File: src/rtl/isa_pkg.sv
package isa_pkg;

    localparam int RegAddrW = 5;
    localparam int RegCount = 32;

    // instruction field positions
    localparam int OpLsb    = 26;
    localparam int OpW      = 6;
    localparam int RsLsb    = 21;
    localparam int RtLsb    = 16;
    localparam int RdLsb    = 11;
    localparam int ShamtLsb = 6;
    localparam int ShamtW   = 5;
    localparam int ImmW     = 16;
    localparam int FunctW   = 6;   // funct sits at bit 0

    typedef enum logic [OpW-1:0] {
        OpSpecial = 6'h00,
        OpAddiu   = 6'h09,
        OpSlti    = 6'h0a,
        OpSltiu   = 6'h0b,
        OpAndi    = 6'h0c,
        OpOri     = 6'h0d,
        OpXori    = 6'h0e,
        OpLui     = 6'h0f
    } opcode_e;

    typedef enum logic [FunctW-1:0] {
        FnSll  = 6'h00,
        FnSrl  = 6'h02,
        FnAddu = 6'h21,
        FnSubu = 6'h23,
        FnAnd  = 6'h24,
        FnOr   = 6'h25,
        FnXor  = 6'h26,
        FnNor  = 6'h27,
        FnSlt  = 6'h2a,
        FnSltu = 6'h2b
    } funct_e;

endpackage

File: src/rtl/pipe_pkg.sv
package pipe_pkg;

    typedef logic [31:0] word_t;

    typedef enum logic [3:0] {
        AluAdd,
        AluSub,
        AluAnd,
        AluOr,
        AluXor,
        AluNor,
        AluSlt,
        AluSltu,
        AluSll,
        AluSrl,
        AluLui   // imm into upper half
    } aluOp_e;

    // operand source for the decode-stage forwarding mux
    typedef enum logic [1:0] {
        FwdRegfile,
        FwdExec,
        FwdWback
    } fwdSel_e;

endpackage

File: src/rtl/stage_if.sv
// decoded bundle, decode -> execute
interface decExIf
    import isa_pkg::*, pipe_pkg::*;
();
    word_t               opA;
    word_t               opB;
    logic [ShamtW-1:0]   shamt;
    aluOp_e              aluOp;
    logic                regWrite;
    logic [RegAddrW-1:0] writeReg;
    word_t               pc;

    modport source (output opA, opB, shamt, aluOp, regWrite, writeReg, pc);
    modport sink   (input  opA, opB, shamt, aluOp, regWrite, writeReg, pc);
endinterface

interface exWbIf
    import isa_pkg::*, pipe_pkg::*;
();
    logic                regWrite;
    logic [RegAddrW-1:0] writeReg;
    word_t               result;
    word_t               pc;

    modport source (output regWrite, writeReg, result, pc);
    modport sink   (input  regWrite, writeReg, result, pc);
    modport fwd    (input  regWrite, writeReg, result);   // decode bypass from execute
endinterface

// writeback register contents, back to the register file
interface wbRfIf
    import isa_pkg::*, pipe_pkg::*;
();
    logic                regWrite;
    logic [RegAddrW-1:0] writeReg;
    word_t               result;
    word_t               pc;

    modport source (output regWrite, writeReg, result, pc);
    modport sink   (input  regWrite, writeReg, result);
endinterface

File: src/rtl/fetch_stage.sv
module fetch_stage
    import pipe_pkg::*;
#(
    parameter word_t ResetPc = '0
) (
    input  logic  clk,
    input  logic  rst_i,
    input  logic  stall_i,
    output word_t instAddr_o,
    output logic  instEn_o,
    output word_t pcF2_o,
    output logic  validF2_o
);

    word_t pc;

    assign instAddr_o = pc;
    assign instEn_o   = ~rst_i & ~stall_i;   // memory sees a fetch only when the pipe moves

    always_ff @(posedge clk) begin
        if (rst_i) begin
            pc        <= ResetPc;
            validF2_o <= 1'b0;
        end else if (!stall_i) begin
            pc        <= pc + 32'd4;
            validF2_o <= instEn_o;
        end
    end

    // address of the word that comes back next cycle
    always_ff @(posedge clk) begin
        if (!stall_i) begin
            pcF2_o <= pc;
        end
    end

endmodule

File: src/rtl/decode_stage.sv
module decode_stage
    import isa_pkg::*, pipe_pkg::*;
(
    input  logic   clk,
    input  logic   rst_i,
    input  logic   stall_i,
    input  word_t  instr_i,
    input  word_t  pcF2_i,
    input  logic   validF2_i,
    decExIf.source ex,
    exWbIf.fwd     fwdEx,
    wbRfIf.sink    wb
);

    word_t               instrD, pcD;
    word_t               regs [RegCount];
    word_t               rdA, rdB, srcA, srcB, immExt;
    opcode_e             opcode;
    funct_e              funct;
    logic [RegAddrW-1:0] rs, rt, rd, dest;
    logic [ImmW-1:0]     imm;
    fwdSel_e             selA, selB;
    aluOp_e              aluOp;
    logic                known, useImm, signExt, destRt;

    function automatic fwdSel_e pickFwd(input logic [RegAddrW-1:0] src,
                                        input logic exWe, input logic [RegAddrW-1:0] exDst,
                                        input logic wbWe, input logic [RegAddrW-1:0] wbDst);
        if (exWe && exDst == src) return FwdExec;   // youngest producer wins
        if (wbWe && wbDst == src) return FwdWback;
        return FwdRegfile;
    endfunction

    function automatic word_t fwdMux(input fwdSel_e sel, input word_t rfData,
                                     input word_t exData, input word_t wbData);
        case (sel)
            FwdExec:  return exData;
            FwdWback: return wbData;
            default:  return rfData;
        endcase
    endfunction

    always_ff @(posedge clk) begin
        if (rst_i) begin
            instrD <= '0;   // all-zero word is sll r0, a no-op
        end else if (!stall_i) begin
            instrD <= validF2_i ? instr_i : '0;
        end
    end

    always_ff @(posedge clk) begin
        if (!stall_i) begin
            pcD <= pcF2_i;
        end
    end

    assign opcode = opcode_e'(instrD[OpLsb +: OpW]);
    assign funct  = funct_e'(instrD[FunctW-1:0]);
    assign rs     = instrD[RsLsb +: RegAddrW];
    assign rt     = instrD[RtLsb +: RegAddrW];
    assign rd     = instrD[RdLsb +: RegAddrW];
    assign imm    = instrD[ImmW-1:0];

    always_comb begin
        aluOp   = AluAdd;
        known   = 1'b1;
        useImm  = 1'b1;
        signExt = 1'b0;
        destRt  = 1'b1;
        case (opcode)
            OpSpecial: begin
                useImm = 1'b0;
                destRt = 1'b0;
                case (funct)
                    FnSll:   aluOp = AluSll;
                    FnSrl:   aluOp = AluSrl;
                    FnAddu:  aluOp = AluAdd;
                    FnSubu:  aluOp = AluSub;
                    FnAnd:   aluOp = AluAnd;
                    FnOr:    aluOp = AluOr;
                    FnXor:   aluOp = AluXor;
                    FnNor:   aluOp = AluNor;
                    FnSlt:   aluOp = AluSlt;
                    FnSltu:  aluOp = AluSltu;
                    default: known = 1'b0;
                endcase
            end
            OpAddiu: begin
                aluOp   = AluAdd;
                signExt = 1'b1;
            end
            OpSlti: begin
                aluOp   = AluSlt;
                signExt = 1'b1;
            end
            OpSltiu: begin
                aluOp   = AluSltu;
                signExt = 1'b1;   // extended signed, compared unsigned
            end
            OpAndi:  aluOp = AluAnd;
            OpOri:   aluOp = AluOr;
            OpXori:  aluOp = AluXor;
            OpLui:   aluOp = AluLui;
            default: known = 1'b0;
        endcase
    end

    assign immExt = {{(32-ImmW){signExt & imm[ImmW-1]}}, imm};
    assign dest   = destRt ? rt : rd;

    // register file, r0 is never written and reads as zero
    always_ff @(posedge clk) begin
        if (wb.regWrite) begin
            regs[wb.writeReg] <= wb.result;
        end
    end

    assign rdA = (rs == '0) ? '0 : regs[rs];
    assign rdB = (rt == '0) ? '0 : regs[rt];

    assign selA = pickFwd(rs, fwdEx.regWrite, fwdEx.writeReg, wb.regWrite, wb.writeReg);
    assign selB = pickFwd(rt, fwdEx.regWrite, fwdEx.writeReg, wb.regWrite, wb.writeReg);
    assign srcA = fwdMux(selA, rdA, fwdEx.result, wb.result);
    assign srcB = fwdMux(selB, rdB, fwdEx.result, wb.result);

    assign ex.opA      = srcA;
    assign ex.opB      = useImm ? immExt : srcB;
    assign ex.shamt    = instrD[ShamtLsb +: ShamtW];
    assign ex.aluOp    = aluOp;
    assign ex.regWrite = known && (dest != '0);   // unknown or r0 target drops out here
    assign ex.writeReg = dest;
    assign ex.pc       = pcD;

endmodule

File: src/rtl/execute_stage.sv
module execute_stage
    import isa_pkg::*, pipe_pkg::*;
(
    input  logic  clk,
    input  logic  rst_i,
    input  logic  stall_i,
    decExIf.sink  dec,
    exWbIf.source wb
);

    word_t               opA, opB, pcE, result;
    logic [ShamtW-1:0]   shamt;
    aluOp_e              aluOp;
    logic                regWriteE;
    logic [RegAddrW-1:0] writeRegE;

    always_ff @(posedge clk) begin
        if (rst_i) begin
            regWriteE <= 1'b0;
        end else if (!stall_i) begin
            regWriteE <= dec.regWrite;
        end
    end

    always_ff @(posedge clk) begin
        if (!stall_i) begin
            opA       <= dec.opA;
            opB       <= dec.opB;
            shamt     <= dec.shamt;
            aluOp     <= dec.aluOp;
            writeRegE <= dec.writeReg;
            pcE       <= dec.pc;
        end
    end

    always_comb begin
        case (aluOp)
            AluAdd:  result = opA + opB;   // wraps, no overflow trap
            AluSub:  result = opA - opB;
            AluAnd:  result = opA & opB;
            AluOr:   result = opA | opB;
            AluXor:  result = opA ^ opB;
            AluNor:  result = ~(opA | opB);
            AluSlt:  result = {31'b0, $signed(opA) < $signed(opB)};
            AluSltu: result = {31'b0, opA < opB};
            AluSll:  result = opB << shamt;
            AluSrl:  result = opB >> shamt;
            AluLui:  result = {opB[15:0], 16'b0};
            default: result = '0;
        endcase
    end

    assign wb.regWrite = regWriteE;
    assign wb.writeReg = writeRegE;
    assign wb.result   = result;
    assign wb.pc       = pcE;

endmodule

File: src/rtl/writeback_stage.sv
module writeback_stage
    import isa_pkg::*, pipe_pkg::*;
(
    input  logic                clk,
    input  logic                rst_i,
    input  logic                stall_i,
    exWbIf.sink                 ex,
    wbRfIf.source               rf,
    output word_t               debugWbPc_o,
    output logic [3:0]          debugWbRfWen_o,
    output logic [RegAddrW-1:0] debugWbRfWnum_o,
    output word_t               debugWbRfWdata_o
);

    logic                regWriteW;
    logic [RegAddrW-1:0] writeRegW;
    word_t               resultW, pcW;

    always_ff @(posedge clk) begin
        if (rst_i) begin
            regWriteW <= 1'b0;
        end else if (!stall_i) begin
            regWriteW <= ex.regWrite;
        end
    end

    always_ff @(posedge clk) begin
        if (!stall_i) begin
            writeRegW <= ex.writeReg;
            resultW   <= ex.result;
            pcW       <= ex.pc;
        end
    end

    // a held instruction writes once, on the cycle the freeze lifts
    assign rf.regWrite = regWriteW & ~stall_i;
    assign rf.writeReg = writeRegW;
    assign rf.result   = resultW;
    assign rf.pc       = pcW;

    assign debugWbPc_o      = rf.pc;
    assign debugWbRfWen_o   = {4{rf.regWrite}};
    assign debugWbRfWnum_o  = rf.writeReg;
    assign debugWbRfWdata_o = rf.result;

endmodule

File: src/rtl/mips_core.sv
module mips_core
    import isa_pkg::*, pipe_pkg::*;
#(
    parameter word_t ResetPc = '0
) (
    input  logic                clk,
    input  logic                rst_i,
    // instruction memory, synchronous read
    output word_t               instAddr_o,
    output logic                instEn_o,
    input  word_t               instr_i,
    input  logic                instStall_i,
    // retire trace
    output word_t               debugWbPc_o,
    output logic [3:0]          debugWbRfWen_o,
    output logic [RegAddrW-1:0] debugWbRfWnum_o,
    output word_t               debugWbRfWdata_o
);

    word_t pcF2;
    logic  validF2;

    decExIf decEx ();
    exWbIf  exWb ();
    wbRfIf  wbRf ();

    // the cache stall freezes every stage at once
    fetch_stage #(
        .ResetPc(ResetPc)
    ) fetch (
        .clk       (clk),
        .rst_i     (rst_i),
        .stall_i   (instStall_i),
        .instAddr_o(instAddr_o),
        .instEn_o  (instEn_o),
        .pcF2_o    (pcF2),
        .validF2_o (validF2)
    );

    decode_stage decode (
        .clk      (clk),
        .rst_i    (rst_i),
        .stall_i  (instStall_i),
        .instr_i  (instr_i),
        .pcF2_i   (pcF2),
        .validF2_i(validF2),
        .ex       (decEx.source),
        .fwdEx    (exWb.fwd),
        .wb       (wbRf.sink)
    );

    execute_stage execute (
        .clk    (clk),
        .rst_i  (rst_i),
        .stall_i(instStall_i),
        .dec    (decEx.sink),
        .wb     (exWb.source)
    );

    writeback_stage writeback (
        .clk             (clk),
        .rst_i           (rst_i),
        .stall_i         (instStall_i),
        .ex              (exWb.sink),
        .rf              (wbRf.source),
        .debugWbPc_o     (debugWbPc_o),
        .debugWbRfWen_o  (debugWbRfWen_o),
        .debugWbRfWnum_o (debugWbRfWnum_o),
        .debugWbRfWdata_o(debugWbRfWdata_o)
    );

endmodule

File: config.mk
export PLATFORM = sky130hd
export DESIGN_NAME = mips_core
export DESIGN_NICKNAME = d
export VERILOG_FILES = /design/src/rtl/isa_pkg.sv /design/src/rtl/pipe_pkg.sv /design/src/rtl/stage_if.sv /design/src/rtl/fetch_stage.sv /design/src/rtl/decode_stage.sv /design/src/rtl/execute_stage.sv /design/src/rtl/writeback_stage.sv /design/src/rtl/mips_core.sv
export SDC_FILE = /design/constraint.sdc
export NUM_CORES = 2
export LEC_CHECK = 0
export BUFFER_PORTS_ARGS = -buffer_cell sky130_fd_sc_hd__buf_2
export CAP_MARGIN = 0
export CORE_MARGIN = 1
export CORE_UTILIZATION = 68
export CTS_CLUSTER_SIZE = 40
export DETAILED_ROUTE_END_ITERATION = 8
export GPL_TIMING_DRIVEN = 0
export PLACE_DENSITY = 0.83
export SLEW_MARGIN = 25
export SYNTH_ARGS = -nofsm -noshare
export SYNTH_HDL_FRONTEND = slang
export SYNTH_SLANG_ARGS = --single-unit
File: constraint.sdc
create_clock -name clk -period 20.8 [get_ports clk]
set_clock_uncertainty 0.15 [all_clocks]
set_input_delay 5.2 -clock clk [delete_from_list [all_inputs] [get_ports clk]]
set_output_delay 5.2 -clock clk [all_outputs]
set_load 0.005 [all_outputs]
==> results.ini, run 1 <==
[outcome]
tool.error = [ERROR GRT-0232] Routing congestion too high. Check the congestion heatmap in the GUI.
status = aborted with a tool error
haltStage = 5_1_grt

[place]
dp_hpwl_um = 206800
globalplace.congestion = 1.037
io_buffers = 134

[clocking]
clock_path_buffers = 3
htreeDepth = 4
clock_sinks = 1334
clk_root_buffer_cell = clkbuf_16
post-cts-setup-buffers = 0
cts-resized-gates = 0
cts_hold_buffers = 0
cts_buffers = 132

[synth]
synth_area_per_cell_um2 = 16.39
synthFlopType = edfxtp_1
ys_types = 87
ys_ff_latch = 1334
syn_inst = 4084
yosysSeqAreaShare_pct = 58.72
yosysWarnings = 0
ys_async_sr_fraction_pct = 0
netlist_area_um2 = 66940
synth-edff-count = 1259

[floorplan]
row_count = 114
die_h_um = 315.8
io_pins = 141
start_util_pct = 68.91
die_w_um = 315.8

[global_route]
grt_max_degree = 104
gr-total-overflow = 143
grt_use_total_pct = 78.73

-- layer usage --
layer	track usage (%)	GRT overflow
met5	43.84	0
met4	76.27	75
met3	67.99	4
met2	91.78	63
met1	78.62	1
-- synth_stat cells (41+ instances only) --
cell type  count  share of area, %
edfxtp_1    1259                56
mux4_2       664                22
nor2_1       271               1.5
nand2_1      211               1.2
clkbuf_1     205               1.1
a21oi_1      133              0.99
mux2i_1      115               1.7
o21ai_0      112              0.84
inv_1        104              0.58
ha_1         100               1.9
buf_1         83              0.47
dfxtp_1       75               2.2
a22oi_1       49              0.55
a221o_1       42              0.63
nand3_1       41              0.31
-- through the flow --
stage | cells | hold WS [ns] | setup slack (ns) | area [um2]
after floorplan | 4087 | 0.2503 | 9.333 | 66950
after global placement | 5497 | 0.2502 | 7.966 | 69220
after detailed placement | 5578 | 0.2545 | 8.657 | 71410
after CTS | 5818 | 0.2677 | 8.641 | 75580
-- cell families after synthesis --
logic type	Yosys count	synth area share, %
DFF	1334	58.72
other	1	0.005602
AOI/OAI and AO/OA	670	6.987
xor gates and xnor gates	56	0.7327
and+or+nand+nor	688	4.628
buffers and inverters	427	2.482
muxes	806	24.51
adders and majority gates	102	1.929
==> run 2: changes to the inputs <==
Settings changed: CORE_UTILIZATION 68 to 40, CTS_CLUSTER_SIZE 40 to unset, PLACE_DENSITY 0.83 to unset, PLACE_DENSITY_LB_ADDON set to 0.15.
==> run 2 against run 1 <==
Against the previous run: the run now ends clean; area after synthesis stayed put; synthesized cell count is the same.
==> results.ini, run 2 <==
[outcome]
status = finished, final reports clean

[pwr]
p_switching_uw = 1711
p_total_uw = 6503
p_int_uw = 4792
pwr-share-comb_pct = 11.8
p_leak_uw = 0.02529
p_seq_share_pct = 48.1
swShare_pct = 26.32
ir_drop_mv = 0.08614
clockPowerShare_pct = 40.1
p_per_area_nw_per_um2 = 82.88

[floorplan]
dieArea_um2 = 169000
die_w_um = 411.1  ; +30%
core_um2 = 165500
io_pins = 141  ; unchanged
start_util_pct = 40.43  ; -28 points
row_count = 149  ; +31%
die_h_um = 411.1  ; +30%

[synth]
synth-edff-count = 1259  ; unchanged
ys_ff_latch = 1334  ; unchanged
synth_common_cells = edfxtp_1 (1259), mux4_2 (664), nor2_1 (271), nand2_1 (211), clkbuf_1 (205)
yosysWarnings = 0  ; unchanged
ys_types = 87  ; unchanged
muxShareOfSynthArea_pct = 24.51  ; unchanged
yosys.area.top_type = edfxtp_1
synthAdderAreaFrac_pct = 1.929  ; unchanged
synthFlopType = edfxtp_1
synth_top_cell_area_share_pct = 56.48  ; unchanged
synth_top_family_by_area = multiplexers
yosysSeqAreaShare_pct = 58.72  ; unchanged
yosys-top-cells-area = edfxtp_1 (56%), mux4_2 (22%), dfxtp_1 (2.2%), ha_1 (1.9%), mux2i_1 (1.7%)
synth_compound_area_share_pct = 6.987  ; unchanged
synth_xor_area_share_pct = 0.7327  ; unchanged
synth_simple_gate_area_share_pct = 4.628  ; unchanged
synth_area_per_cell_um2 = 16.39  ; unchanged
ys_async_sr_fraction_pct = 0  ; unchanged
syn_inst = 4084  ; unchanged
netlist_area_um2 = 66940  ; unchanged
synth.most_common_cell = edfxtp_1

[critical_path]
worstReg2RegEnd = execute.opB[12]
path_delay_family = buffers and inverters
arrival_ns = 6.98
critPathKind = primary input to output port
rr_worst_depth = 11
cp_common_cell = clkbuf_1
worst_ep_required_time_ns = 15.45
rrSetupSlack_ns = 14.98
cpMaxStageDelayCell = clkbuf_1
crit_buf_inv = 4
r2r-start = execute.shamt[0]
end_kind = output port
cp_cell_sequence = clkbuf_1, clkbuf_1, clkbuf_1, nor2_1, buf_2
crit_path_max_fanout = 10
setup.worst_path.start = instStall_i
cp-start-kind = primary input
path_depth = 5
endpoint = instEn_o
slowest_delay_ns = 0.63

[global_route]
top_usage_layer = met2
grt_max_degree = 97
use_met2_pct = 49.43
use_met3_pct = 5.937
grt_use_total_pct = 30.96
grtUsageMet1_pct = 40.21
grt_pass1_wl_um = 358700
grt_pass1_vias = 43710
gr-total-overflow = 0
antenna_found_initial = 3

[place]
dp_hpwl_um = 193100  ; -6.6%
io_buffers = 134  ; unchanged
globalplace.congestion = 0.9800  ; -5.5%

[layout]
largest_reg_flops = 1024
drive_above_1_share_pct = 29.77
layout_common_cells = edfxtp_1 (1259), mux4_2 (664), nor2_1 (238)
final_common_cell = edfxtp_1
max_flop_register = decode.regs
num-nets-final = 4644
area_growth_pct = 17.22
fin_util_pct = 47.40

[clocking]
clk_latency_ns = 0.79
cts_hold_buffers = 0  ; unchanged
tritoncts = yes
cts-resized-gates = 0  ; unchanged
clock_sinks = 1334  ; unchanged
post-cts-setup-buffers = 0  ; unchanged
clk_root_buffer_cell = clkbuf_16
htreeDepth = 4  ; unchanged
cts_buffers = 146  ; +11%
clock_path_buffers = 3  ; unchanged
cts.clk_slew.worst_paths_ns = 0.06

[job]
drv_cap = 0

[timing]
fin_crit_sh_pct = 59.28
setup_viol = 0
tns_ns = 0
grt_setup_unrepaired = no
slew_violations = 0
hold_violations = 0
maxSlewHeadroom_pct = 17.45
worst_pin_slew_ns = 1.222
timing.fmax_ghz = 0.08111
min_period_ns = 12.33

[detailed_routing]
viasPerCell = 6.580
drc = 0
drt_first_pass_iters = 6
drtAntennaViolNets = 0
wire_per_inst_um = 38.54
wl_um = 262700
first_iter_violations = 6379
vias = 44850

[hold_path]
min-delay-start = fetch.pcF2_o[14]
hold_class = flip-flop to flip-flop

==> run 2: cells by family after synthesis <==
kind of cell	after synthesis
xor gates and xnor gates	56
AOI/OAI and AO/OA	670
muxes	806
buffers and inverters	427
DFF	1334
and+or+nand+nor	688
other	1
adders and majority gates	102
==> run 2: how the worst min path moves through the flow <==
stage,cells after the start,slack [ns],endpoint
6_report,0,0.26,decode.ex.pc[14]
5_1_grt,0,0.27,execute.wb.pc[20]
4_1_cts,0,0.27,execute.wb.pc[7]
3_5_place_dp,0,0.25,decode.ex.pc[14]
3_3_place_gp,0,0.25,execute.wb.pc[21]
2_1_floorplan,0,0.25,decode.ex.pc[10]
==> run 2: power by group through the flow <==
stage	Sequential (uW)	Clock, uW	Combinational (uW)
after floorplan	3170	0	390
after global placement	3250	0	647
after detailed placement	3190	0	734
after CTS	3140	2630	737
after global routing	3130	2730	801
final	3130	2610	767
==> run 2: through the flow <==
step | setup WS [ns] | cell area, um2 | hold slack, ns | std cells
final | 8.471 | 78470 | 0.2624 | 6816
after global routing | 8.337 | 78460 | 0.2699 | 6814
after CTS | 8.455 | 78380 | 0.2686 | 6809
after detailed placement | 8.461 | 73610 | 0.2545 | 6543
after global placement | 7.461 | 70360 | 0.2505 | 6410
after floorplan | 9.333 | 66950 | 0.2503 | 4087
==> run 2: cell type report <==
| class | instances | area [um2] |
|---|---|---|
| Antenna cell | 2 | 5.005 |
| Buffer | 315 | 1381 |
| Clock buffer | 185 | 3934 |
| Clock inverter | 81 | 840.8 |
| Fill cell | 14220 | 87080 |
| Inverter | 112 | 427.9 |
| Multi-Input combinational cell | 2326 | 26270 |
| Sequential cell | 1334 | 39310 |
| Tap cell | 2189 | 2739 |
| Timing Repair Buffer | 272 | 3562 |
==> run 2: worst reg2reg max path: stages, from the launching register on <==
cell      delay (ns)
edfxtp_1        0.31
buf_2           0.34
buf_2           0.38
clkbuf_1        0.61
buf_1           0.59
a311oi_1        0.10
a21oi_1         0.70
mux2i_1         0.39
a211oi_1        0.40
o21ai_0         0.48
a221oi_1        0.94
o21ai_0         0.15
==> run 2: routing by layer <==
layer  part of all wire, %  vias to the layer above
met5                0.0049                        -
met4                   6.1                        2
met3                   9.2                      589
met2                    47                     2824
met1                    37                    23650
li1                      -                    17790
Power figures use the tool's default switching activity.
